===== src/include/align_defs.svh =====
`ifndef ALIGN_DEFS_SVH
`define ALIGN_DEFS_SVH

// Halfwords in one fetch packet
`define FETCH_HALFWORDS 8

// Instructions emitted per cycle
`define ALIGN_SLOTS 4

// Packets held back in the window
`define BUF_PACKETS 2

// Halfwords the start search sees, buffered packets plus the arriving one
`define ALIGN_WINDOW ((`BUF_PACKETS + 1) * `FETCH_HALFWORDS)

`endif

===== src/verilog/alignPkg.sv =====
package alignPkg;

    // One instruction parcel as delivered by fetch
    typedef logic [15:0] halfword_t;

    // One aligned instruction
    // upper half is not meaningful for compressed instructions
    typedef logic [31:0] instr_t;

    // Packet base address, counted in 16-byte packets
    typedef logic [27:0] fetchAddr_t;

    // Byte program counter
    typedef logic [31:0] pc_t;

    // Halfword offset inside a packet
    typedef logic [2:0] fetchOff_t;

    // Halfword position inside the window
    typedef logic [4:0] windowIdx_t;

    // Predecode class of an instruction
    typedef logic [2:0] instrClass_t;

    // Not a control-flow instruction
    localparam instrClass_t classPlain = 3'd0;

    // Conditional branch, 32-bit or c.beqz / c.bnez
    localparam instrClass_t classBranch = 3'd1;

    // Direct jump, jal, c.j or c.jal
    localparam instrClass_t classJal = 3'd2;

    // Indirect jump through a register
    localparam instrClass_t classJalr = 3'd3;

    // jalr x0, 0(x1) and its compressed form c.jr x1
    localparam instrClass_t classReturn = 3'd4;

endpackage


===== src/verilog/fetchAlignTop.sv =====
`timescale 1ns/10ps
`include "align_defs.svh"

module fetchAlignTop (
    input  logic                                       clk,
    input  logic                                       arstN,
    input  logic                                       clear,
    input  logic                                       inValid,
    input  alignPkg::halfword_t [`FETCH_HALFWORDS-1:0] inHalfwords,
    input  alignPkg::fetchAddr_t                       inAddr,
    input  alignPkg::fetchOff_t                        inFirst,
    input  alignPkg::fetchOff_t                        inLast,
    output logic                                       inReady,
    input  logic                                       outReady,
    output logic [`ALIGN_SLOTS-1:0]                    outValid,
    output alignPkg::instr_t [`ALIGN_SLOTS-1:0]        outInstr,
    output alignPkg::pc_t [`ALIGN_SLOTS-1:0]           outPc,
    output logic [`ALIGN_SLOTS-1:0]                    outIs16,
    output alignPkg::instrClass_t [`ALIGN_SLOTS-1:0]   outClass,
    output alignPkg::pc_t [`ALIGN_SLOTS-1:0]           outTarget
);

    instrAligner u_aligner (
        .clk         (clk),
        .arstN       (arstN),
        .clear       (clear),
        .inValid     (inValid),
        .inHalfwords (inHalfwords),
        .inAddr      (inAddr),
        .inFirst     (inFirst),
        .inLast      (inLast),
        .inReady     (inReady),
        .outReady    (outReady),
        .alignValid  (outValid),
        .alignInstr  (outInstr),
        .alignPc     (outPc),
        .alignIs16   (outIs16)
    );

    // Predecode works on the registered slots
    for (genvar s = 0; s < `ALIGN_SLOTS; s++) begin : gSlot
        preDecoder u_preDec (
            .instr      (outInstr[s]),
            .pc         (outPc[s]),
            .is16       (outIs16[s]),
            .instrClass (outClass[s]),
            .target     (outTarget[s])
        );
    end

endmodule


===== src/verilog/preDecoder.sv =====
`timescale 1ns/10ps

module preDecoder (
    input  alignPkg::instr_t      instr,
    input  alignPkg::pc_t         pc,
    input  logic                  is16,
    output alignPkg::instrClass_t instrClass,
    output alignPkg::pc_t         target
);
    import alignPkg::*;

    pc_t immB;
    pc_t immJ;
    pc_t immCj;
    pc_t immCb;
    pc_t imm;

    logic [4:0] rd;
    logic [4:0] rs1;
    logic [4:0] cRs1;
    logic [4:0] cRs2;
    logic [2:0] cFunct3;

    assign rd = instr[11:7];
    assign rs1 = instr[19:15];
    assign cRs1 = instr[11:7];
    assign cRs2 = instr[6:2];
    assign cFunct3 = instr[15:13];

    // Sign-extended offsets of the 32-bit and compressed jump forms
    assign immB = {{20{instr[31]}}, instr[7], instr[30:25], instr[11:8], 1'b0};
    assign immJ = {{12{instr[31]}}, instr[19:12], instr[20], instr[30:21], 1'b0};
    assign immCj = {{21{instr[12]}}, instr[8], instr[10:9], instr[6], instr[7], instr[2],
                    instr[11], instr[5:3], 1'b0};
    assign immCb = {{24{instr[12]}}, instr[6:5], instr[2], instr[11:10], instr[4:3], 1'b0};

    always_comb begin
        instrClass = classPlain;
        imm = '0;
        if (is16) begin
            if (instr[1:0] == 2'b01 && (cFunct3 == 3'b101 || cFunct3 == 3'b001)) begin
                // c.j and c.jal
                instrClass = classJal;
                imm = immCj;
            end else if (instr[1:0] == 2'b01 && cFunct3[2:1] == 2'b11) begin
                instrClass = classBranch;
                imm = immCb;
            end else if (instr[1:0] == 2'b10 && cFunct3 == 3'b100 && cRs1 != '0 && cRs2 == '0) begin
                // c.jr x1 is the compressed return
                if (!instr[12] && cRs1 == 5'd1) begin
                    instrClass = classReturn;
                end else begin
                    instrClass = classJalr;
                end
            end
        end else begin
            case (instr[6:0])
                7'b1100011: begin
                    instrClass = classBranch;
                    imm = immB;
                end
                7'b1101111: begin
                    instrClass = classJal;
                    imm = immJ;
                end
                7'b1100111: instrClass = (rs1 == 5'd1 && rd == 5'd0) ? classReturn : classJalr;
                default: instrClass = classPlain;
            endcase
        end
    end

    // Only pc-relative forms have a static target
    assign target = (instrClass == classBranch || instrClass == classJal) ? pc + imm : '0;

endmodule


===== src/verilog/instrAligner.sv =====
`timescale 1ns/10ps
`include "align_defs.svh"

module instrAligner (
    input  logic                                       clk,
    input  logic                                       arstN,
    input  logic                                       clear,
    input  logic                                       inValid,
    input  alignPkg::halfword_t [`FETCH_HALFWORDS-1:0] inHalfwords,
    input  alignPkg::fetchAddr_t                       inAddr,
    input  alignPkg::fetchOff_t                        inFirst,
    input  alignPkg::fetchOff_t                        inLast,
    output logic                                       inReady,
    input  logic                                       outReady,
    output logic [`ALIGN_SLOTS-1:0]                    alignValid,
    output alignPkg::instr_t [`ALIGN_SLOTS-1:0]        alignInstr,
    output alignPkg::pc_t [`ALIGN_SLOTS-1:0]           alignPc,
    output logic [`ALIGN_SLOTS-1:0]                    alignIs16
);
    import alignPkg::*;

    localparam int pktSize = `FETCH_HALFWORDS;
    localparam int winSize = `ALIGN_WINDOW;
    localparam int midLast = `BUF_PACKETS * `FETCH_HALFWORDS - 1;

    // Buffered packets, index 0 is the oldest
    halfword_t [`BUF_PACKETS-1:0][pktSize-1:0] bufHw;
    fetchAddr_t [`BUF_PACKETS-1:0]             bufAddr;
    logic [`BUF_PACKETS-1:0][pktSize-1:0]      bufStart;
    logic [`BUF_PACKETS-1:0][pktSize-1:0]      bufStart32;

    logic [pktSize-1:0] inStart;
    logic [pktSize-1:0] inStart32;
    logic               carry32;
    logic               newStream;

    // One spare zero halfword above the window
    halfword_t [winSize:0]        winHw;
    fetchAddr_t [`BUF_PACKETS:0]  winAddr;
    logic [winSize-1:0]           rawStart;
    logic [winSize-1:0]           winStart32;
    logic [winSize-1:0]           visStart;
    logic [winSize-1:0]           keep;

    windowIdx_t [`ALIGN_SLOTS-1:0] pickIdx;
    logic [`ALIGN_SLOTS-1:0]       pickValid;
    instr_t [`ALIGN_SLOTS-1:0]     pickInstr;
    pc_t [`ALIGN_SLOTS-1:0]        pickPc;
    logic [`ALIGN_SLOTS-1:0]       pickIs16;
    halfword_t                     upperHw;

    logic loadOut;
    logic accept;

    // Newest buffered packet ends in an open 32-bit half
    assign carry32 = bufStart[`BUF_PACKETS-1][pktSize-1] && bufStart32[`BUF_PACKETS-1][pktSize-1];
    assign newStream = inValid && (inFirst != '0);

    boundaryMarker u_marker (
        .halfwords (inHalfwords),
        .first     (inFirst),
        .last      (inLast),
        .valid     (inValid),
        .carry32   (carry32),
        .starts    (inStart),
        .starts32  (inStart32)
    );

    always_comb begin
        winHw = '0;
        for (int p = 0; p < `BUF_PACKETS; p++) begin
            winHw[p*pktSize +: pktSize] = bufHw[p];
            winAddr[p] = bufAddr[p];
        end
        winHw[`BUF_PACKETS*pktSize +: pktSize] = inHalfwords;
        winAddr[`BUF_PACKETS] = inAddr;
    end

    assign rawStart = {inStart, bufStart};
    assign winStart32 = {inStart32, bufStart32};

    // Hide 32-bit starts whose upper half is not in the window
    always_comb begin
        visStart = rawStart;
        visStart[winSize-1] = rawStart[winSize-1] && !winStart32[winSize-1];
        if (carry32 && (!inValid || newStream)) begin
            visStart[midLast] = 1'b0;
        end
    end

    startPicker u_picker (
        .starts   (visStart),
        .idx      (pickIdx),
        .idxValid (pickValid)
    );

    always_comb begin
        upperHw = '0;
        for (int s = 0; s < `ALIGN_SLOTS; s++) begin
            pickIs16[s] = !winStart32[pickIdx[s]];
            upperHw = pickIs16[s] ? 16'h0 : winHw[pickIdx[s] + 1];
            pickInstr[s] = {upperHw, winHw[pickIdx[s]]};
            // Owning packet base, then halfword offset as byte address
            pickPc[s] = {winAddr[pickIdx[s] / pktSize], fetchOff_t'(pickIdx[s] % pktSize), 1'b0};
        end
    end

    assign loadOut = !alignValid[0] || outReady;

    // Starts that survive this cycle
    always_comb begin
        for (int i = 0; i < winSize; i++) begin
            keep[i] = !loadOut || (pickValid[`ALIGN_SLOTS-1] && (i > pickIdx[`ALIGN_SLOTS-1]));
        end
        keep[winSize-1] = keep[winSize-1] || winStart32[winSize-1];
        // Pending half waits for its packet, unless a jump target starts a new stream
        if (carry32 && (!inValid || newStream)) begin
            keep[midLast] = !newStream;
        end
    end

    // Oldest packet can only leave once all its starts are out
    assign inReady = !(|(rawStart[0 +: pktSize] & keep[0 +: pktSize]));
    assign accept = inValid && inReady;

    always_ff @(posedge clk or negedge arstN) begin
        if (!arstN) begin
            bufStart <= '0;
            bufStart32 <= '0;
        end else if (clear) begin
            bufStart <= '0;
            bufStart32 <= '0;
        end else if (accept) begin
            for (int p = 0; p < `BUF_PACKETS; p++) begin
                bufStart[p] <= rawStart[(p+1)*pktSize +: pktSize] & keep[(p+1)*pktSize +: pktSize];
                bufStart32[p] <= winStart32[(p+1)*pktSize +: pktSize];
            end
        end else begin
            for (int p = 0; p < `BUF_PACKETS; p++) begin
                bufStart[p] <= bufStart[p] & keep[p*pktSize +: pktSize];
            end
        end
    end

    always_ff @(posedge clk) begin
        if (accept) begin
            for (int p = 0; p < `BUF_PACKETS; p++) begin
                bufHw[p] <= winHw[(p+1)*pktSize +: pktSize];
                bufAddr[p] <= winAddr[p+1];
            end
        end
    end

    always_ff @(posedge clk or negedge arstN) begin
        if (!arstN) begin
            alignValid <= '0;
        end else if (clear) begin
            alignValid <= '0;
        end else if (loadOut) begin
            alignValid <= pickValid;
        end
    end

    always_ff @(posedge clk) begin
        if (loadOut) begin
            alignInstr <= pickInstr;
            alignPc <= pickPc;
            alignIs16 <= pickIs16;
        end
    end

endmodule


===== src/verilog/startPicker.sv =====
`timescale 1ns/10ps
`include "align_defs.svh"

module startPicker (
    input  logic [`ALIGN_WINDOW-1:0]                  starts,
    output alignPkg::windowIdx_t [`ALIGN_SLOTS-1:0] idx,
    output logic [`ALIGN_SLOTS-1:0]                   idxValid
);
    import alignPkg::*;

    logic [`ALIGN_WINDOW-1:0] remaining;

    always_comb begin
        remaining = starts;

        for (int s = 0; s < `ALIGN_SLOTS; s++) begin
            idx[s] = '0;
            idxValid[s] = 1'b0;

            // Scan from the top so the lowest set bit is the one that sticks
            for (int i = `ALIGN_WINDOW - 1; i >= 0; i--) begin
                if (remaining[i]) begin
                    idx[s] = windowIdx_t'(i);
                    idxValid[s] = 1'b1;
                end
            end

            // Remove the found start before searching for the next slot
            if (idxValid[s]) begin
                remaining[idx[s]] = 1'b0;
            end
        end
    end

endmodule


===== src/verilog/boundaryMarker.sv =====
`timescale 1ns/10ps
`include "align_defs.svh"

module boundaryMarker (
    input  alignPkg::halfword_t [`FETCH_HALFWORDS-1:0] halfwords,
    input  alignPkg::fetchOff_t                        first,
    input  alignPkg::fetchOff_t                        last,
    input  logic                                       valid,
    input  logic                                       carry32,
    output logic [`FETCH_HALFWORDS-1:0]                starts,
    output logic [`FETCH_HALFWORDS-1:0]                starts32
);
    import alignPkg::*;

    logic canStart;
    logic inRange;
    logic is32;
    logic upperMissing;

    always_comb begin
        // Offset 0 may hold the upper half of an instruction from the previous packet
        canStart = !carry32;
        inRange = 1'b0;
        is32 = 1'b0;
        upperMissing = 1'b0;

        for (int i = 0; i < `FETCH_HALFWORDS; i++) begin
            inRange = valid && (fetchOff_t'(i) >= first) && (fetchOff_t'(i) <= last);
            is32 = (halfwords[i][1:0] == 2'b11);

            // A 32-bit start cut off by a reduced last never gets its upper half
            upperMissing = is32 && (fetchOff_t'(i) == last) && (i != `FETCH_HALFWORDS - 1);

            if (inRange && canStart && !upperMissing) begin
                starts[i] = 1'b1;
                starts32[i] = is32;
                canStart = !is32;
            end else begin
                starts[i] = 1'b0;
                starts32[i] = 1'b0;
                // Either a second half or out of range, next one may start again
                canStart = 1'b1;
            end
        end
    end

endmodule


===== config.mk =====
export PLATFORM = sky130hd
export DESIGN_NAME = fetchAlignTop
export DESIGN_NICKNAME = d
export VERILOG_FILES = /design/src/verilog/alignPkg.sv /design/src/verilog/fetchAlignTop.sv /design/src/verilog/preDecoder.sv /design/src/verilog/instrAligner.sv /design/src/verilog/startPicker.sv /design/src/verilog/boundaryMarker.sv
export VERILOG_INCLUDE_DIRS = /design/src /design/src/include
export SDC_FILE = /design/constraint.sdc
export NUM_CORES = 2
export LEC_CHECK = 0
export BUFFER_PORTS_ARGS = -buffer_cell sky130_fd_sc_hd__buf_2
export CAP_MARGIN = 20
export CORE_UTILIZATION = 26
export CTS_CLUSTER_SIZE = 10
export DETAILED_ROUTE_END_ITERATION = 8
export GPL_TIMING_DRIVEN = 0
export PLACE_DENSITY = 0.45
export SYNTH_ARGS = -nofsm -noshare
export SYNTH_HDL_FRONTEND = slang
export SYNTH_SLANG_ARGS = --single-unit

===== constraint.sdc =====
create_clock -name clk -period 21.7 [get_ports clk]
set_clock_uncertainty 0.1 [all_clocks]
set_input_delay 4.34 -clock clk [delete_from_list [all_inputs] [get_ports clk]]
set_output_delay 4.34 -clock clk [all_outputs]
set_load 0.05 [all_outputs]

==> results.md <==
- Fin crit share: 0.993
- Core area: 0.220 mm2
- Chip Height: 472 um
- Routability cong.: 1.08
- Crit path largest cell delay: 0.66 ns
- Hold Path Class: reg2reg
- Mapped Cells: 6636
- Post-route insts no fill: 10.5k
- Synth cell types: 113
- # DRC: 2
- Gr usage total: 0.418
- P_leak: 27.2 nW
- NumNets Final: 7752
- DR vias: 68.7k
- Leading area contributor after synthesis: edfxtp_1
- HPWL after DPL: 391 mm
- Via density: 6.53
- Die footprint: 0.223 mm2
- Clk slew on worst S/H paths: 0.06 ns
- Post-Syn Area: 0.0575 mm2
- Async SR Flop Fraction: 0.0596
- Most frequent cells in the layout: 1687 x nand2_1, 615 x buf_2, 568 x edfxtp_1
- Synthesized area per cell: 8.67 um2
- Critical Path RT: 17.26 ns
- # setup viols final: 0
- Number of fill cells in the layout: 23.2k
- Share of cells above drive strength 1: 0.206
- Slew HR: 0.112
- Starting Density: 0.262
- Power per cell area: 171 mW/mm2
- Ys Warns: 0
- Commonest non-fill, non-tap cell in the layout: nand2_1
- WP data arrival: 17.10 ns
- Number of enable flip-flop cells after synthesis: 568
- Crit. End Element: output port
- Hold WS: 0.433 ns
- Detail Route Antenna Nets: 0
- Achievable Freq: 46.4 MHz
- CTS H-tree depth: 3
- CTS tree: built
- # rows: 172
- Total wire length: 485 mm
- Largest net degree at the start of global routing: 115
- Root Driver: clkbuf_16
- Pre-antenna DRT Iters: 9
- Initial antenna violation count: 84
- Failing checks: DRC
- Main synth FF type: edfxtp_1
- Post-synthesis register bit count: 604
- Pins Over Slew Limit: 0
- Inserted Clock Buffers: 84
- Grt ovf: 0
- Fin crit period: 21.54 ns
- Crit Path Category: in2out
- DP Cell Count: 10.3k
- Max-Cap Viols: 0
- Ports: 572
- Status: finished, violations left
- RSZ-0062 raised after global routing: no
- Die width: 472 um
- Clk sinks: 604
- Most Frequent Cell on Critical Path: buf_4
- Vias in the first global route: 62.3k
- Slowest CP cell: nor4b_1
- Initial DRC count: 11.2k
- Clock Latency Late Sink: 0.79 ns
- Crit start category: primary input
- First-pass GRT wire length: 619 mm
- Ranking of synthesized cells by area: edfxtp_1 30%, mux4_2 17%, nand2_1 11%
- Clock buffer depth: 3
- Final Hold Fails: 0
- Top cell type's share of synthesized area: 0.296
- Register area share after synthesis: 0.312
- Area growth, synth to finish: 21.8%
- Slew of the pin with the lowest slew margin: 1.33 ns
- Worst vdd ir: 0.112 mV
- WL/cell: 46.1 um
- Port Buffers: 562
- Crit-path max FO: 26
registers in the layout, summed over array words and instances, names as in the netlist:
name	count
u_aligner.alignPc	124
u_aligner.alignInstr	128
u_aligner.bufStart	16
u_aligner.alignIs16	4
u_aligner.bufStart32	16
u_aligner.bufAddr	56
u_aligner.alignValid	4
u_aligner.bufHw	256
path summary, 6_finish.rpt:
check / cells past startpoint / slack, ns / start / end
setup / recovery: 60 / 0.16 / inValid / inReady
hold / removal: 0 / 0.43 / u_aligner.bufAddr[33]$_DFFE_PN_ / u_aligner.bufAddr[5]$_DFFE_PN_
setup reg to reg: 53 / 5.40 / u_aligner.bufStart32[15]$_DFFE_PN0P_ / u_aligner.alignInstr[120]$_SDFFCE_PP0P_
hold reg to reg: 0 / 0.43 / u_aligner.bufAddr[33]$_DFFE_PN_ / u_aligner.bufAddr[5]$_DFFE_PN_
max in group asynchronous: 2 / 17.65 / arstN / u_aligner.bufStart[15]$_DFF_PN0_
min in group asynchronous: 1 / 3.36 / arstN / u_aligner.bufStart[3]$_DFF_PN0_
repair_timing:
action,in CTS,in global routing
gates cloned,0,0
pin swaps,13,11
endpoints found under the setup margin,442,1
gates resized for setup,172,35
setup buffers,26,11
hold buffers,0,0
worst max-delay path, delay by kind of cell:
family / cells / cell delay, ns
fa+ha+maj: 4 / 1.03
compound gates: 15 / 3.87
buf+inv: 27 / 5.06
simple gates: 14 / 2.53
metrics by stage:
step	util	TNS [ns]	total power [mW]	setup slack (ns)	area, um2
floorplan	-	0	6.42	0.207	57600
global placement	0.292	-5466.89	9.95	-15.00	64100
detailed placement	0.301	-3117.41	10.1	-10.81	66000
CTS	0.316	0	11.6	0.00763	69500
global route	0.319	0	12.1	0.0562	70000
finish	0.319	0	12.0	0.155	70100
kinds of logic after synthesis:
logic type	count (synthesis)	share of synthesized area
mux	533	0.186
xor+xnor	87	0.0132
fa+ha+maj	133	0.0294
flops	604	0.312
other cells	1	0.0000652
compound gates	1624	0.188
buf+inv	686	0.0482
simple gates	2968	0.223
Yosys cell counts (115+ instances only):
master    instances
a21oi_1         437
ha_1            129
nand2_1        1690
o21ai_0         215
mux4_2          430
o22ai_1         115
inv_1           145
and3_1          155
nor2_1          440
a31oi_1         216
clkbuf_1        349
nand3_1         359
edfxtp_1        568
report_power, final:
group / total (mW) / leakage [nW] / internal [mW] / switching [mW]
Combinational: 8.41 / 19.7 / 2.25 / 6.17
Sequential: 2.12 / 6.24 / 1.59 / 0.529
Clock: 1.43 / 1.30 / 0.805 / 0.628
cell type report:
| type | instances | area, um2 | area share |
|---|---|---|---|
| well taps | 2958 | 3700 | 0.0528 |
| plain buffers | 507 | 2480 | 0.0354 |
| diodes | 56 | 140 | 0.00200 |
| flip-flops and latches | 604 | 18000 | 0.256 |
| inverters | 156 | 602 | 0.00858 |
| multi-input cells | 5353 | 37400 | 0.533 |
| clock buffers | 110 | 2250 | 0.0321 |
| clock inverters | 35 | 439 | 0.00626 |
| repair buffers | 746 | 5170 | 0.0738 |
per-layer routing:
| metal | part of all wire | GRT usage | vias to the layer above |
|---|---|---|---|
| li1 | - | - | 26800 |
| met1 | 0.38 | 0.520 | 34700 |
| met2 | 0.42 | 0.615 | 5868 |
| met3 | 0.13 | 0.156 | 1289 |
| met4 | 0.069 | 0.245 | 42 |
| met5 | 0.0011 | 0.00865 | - |
Power figures use the tool's default switching activity.
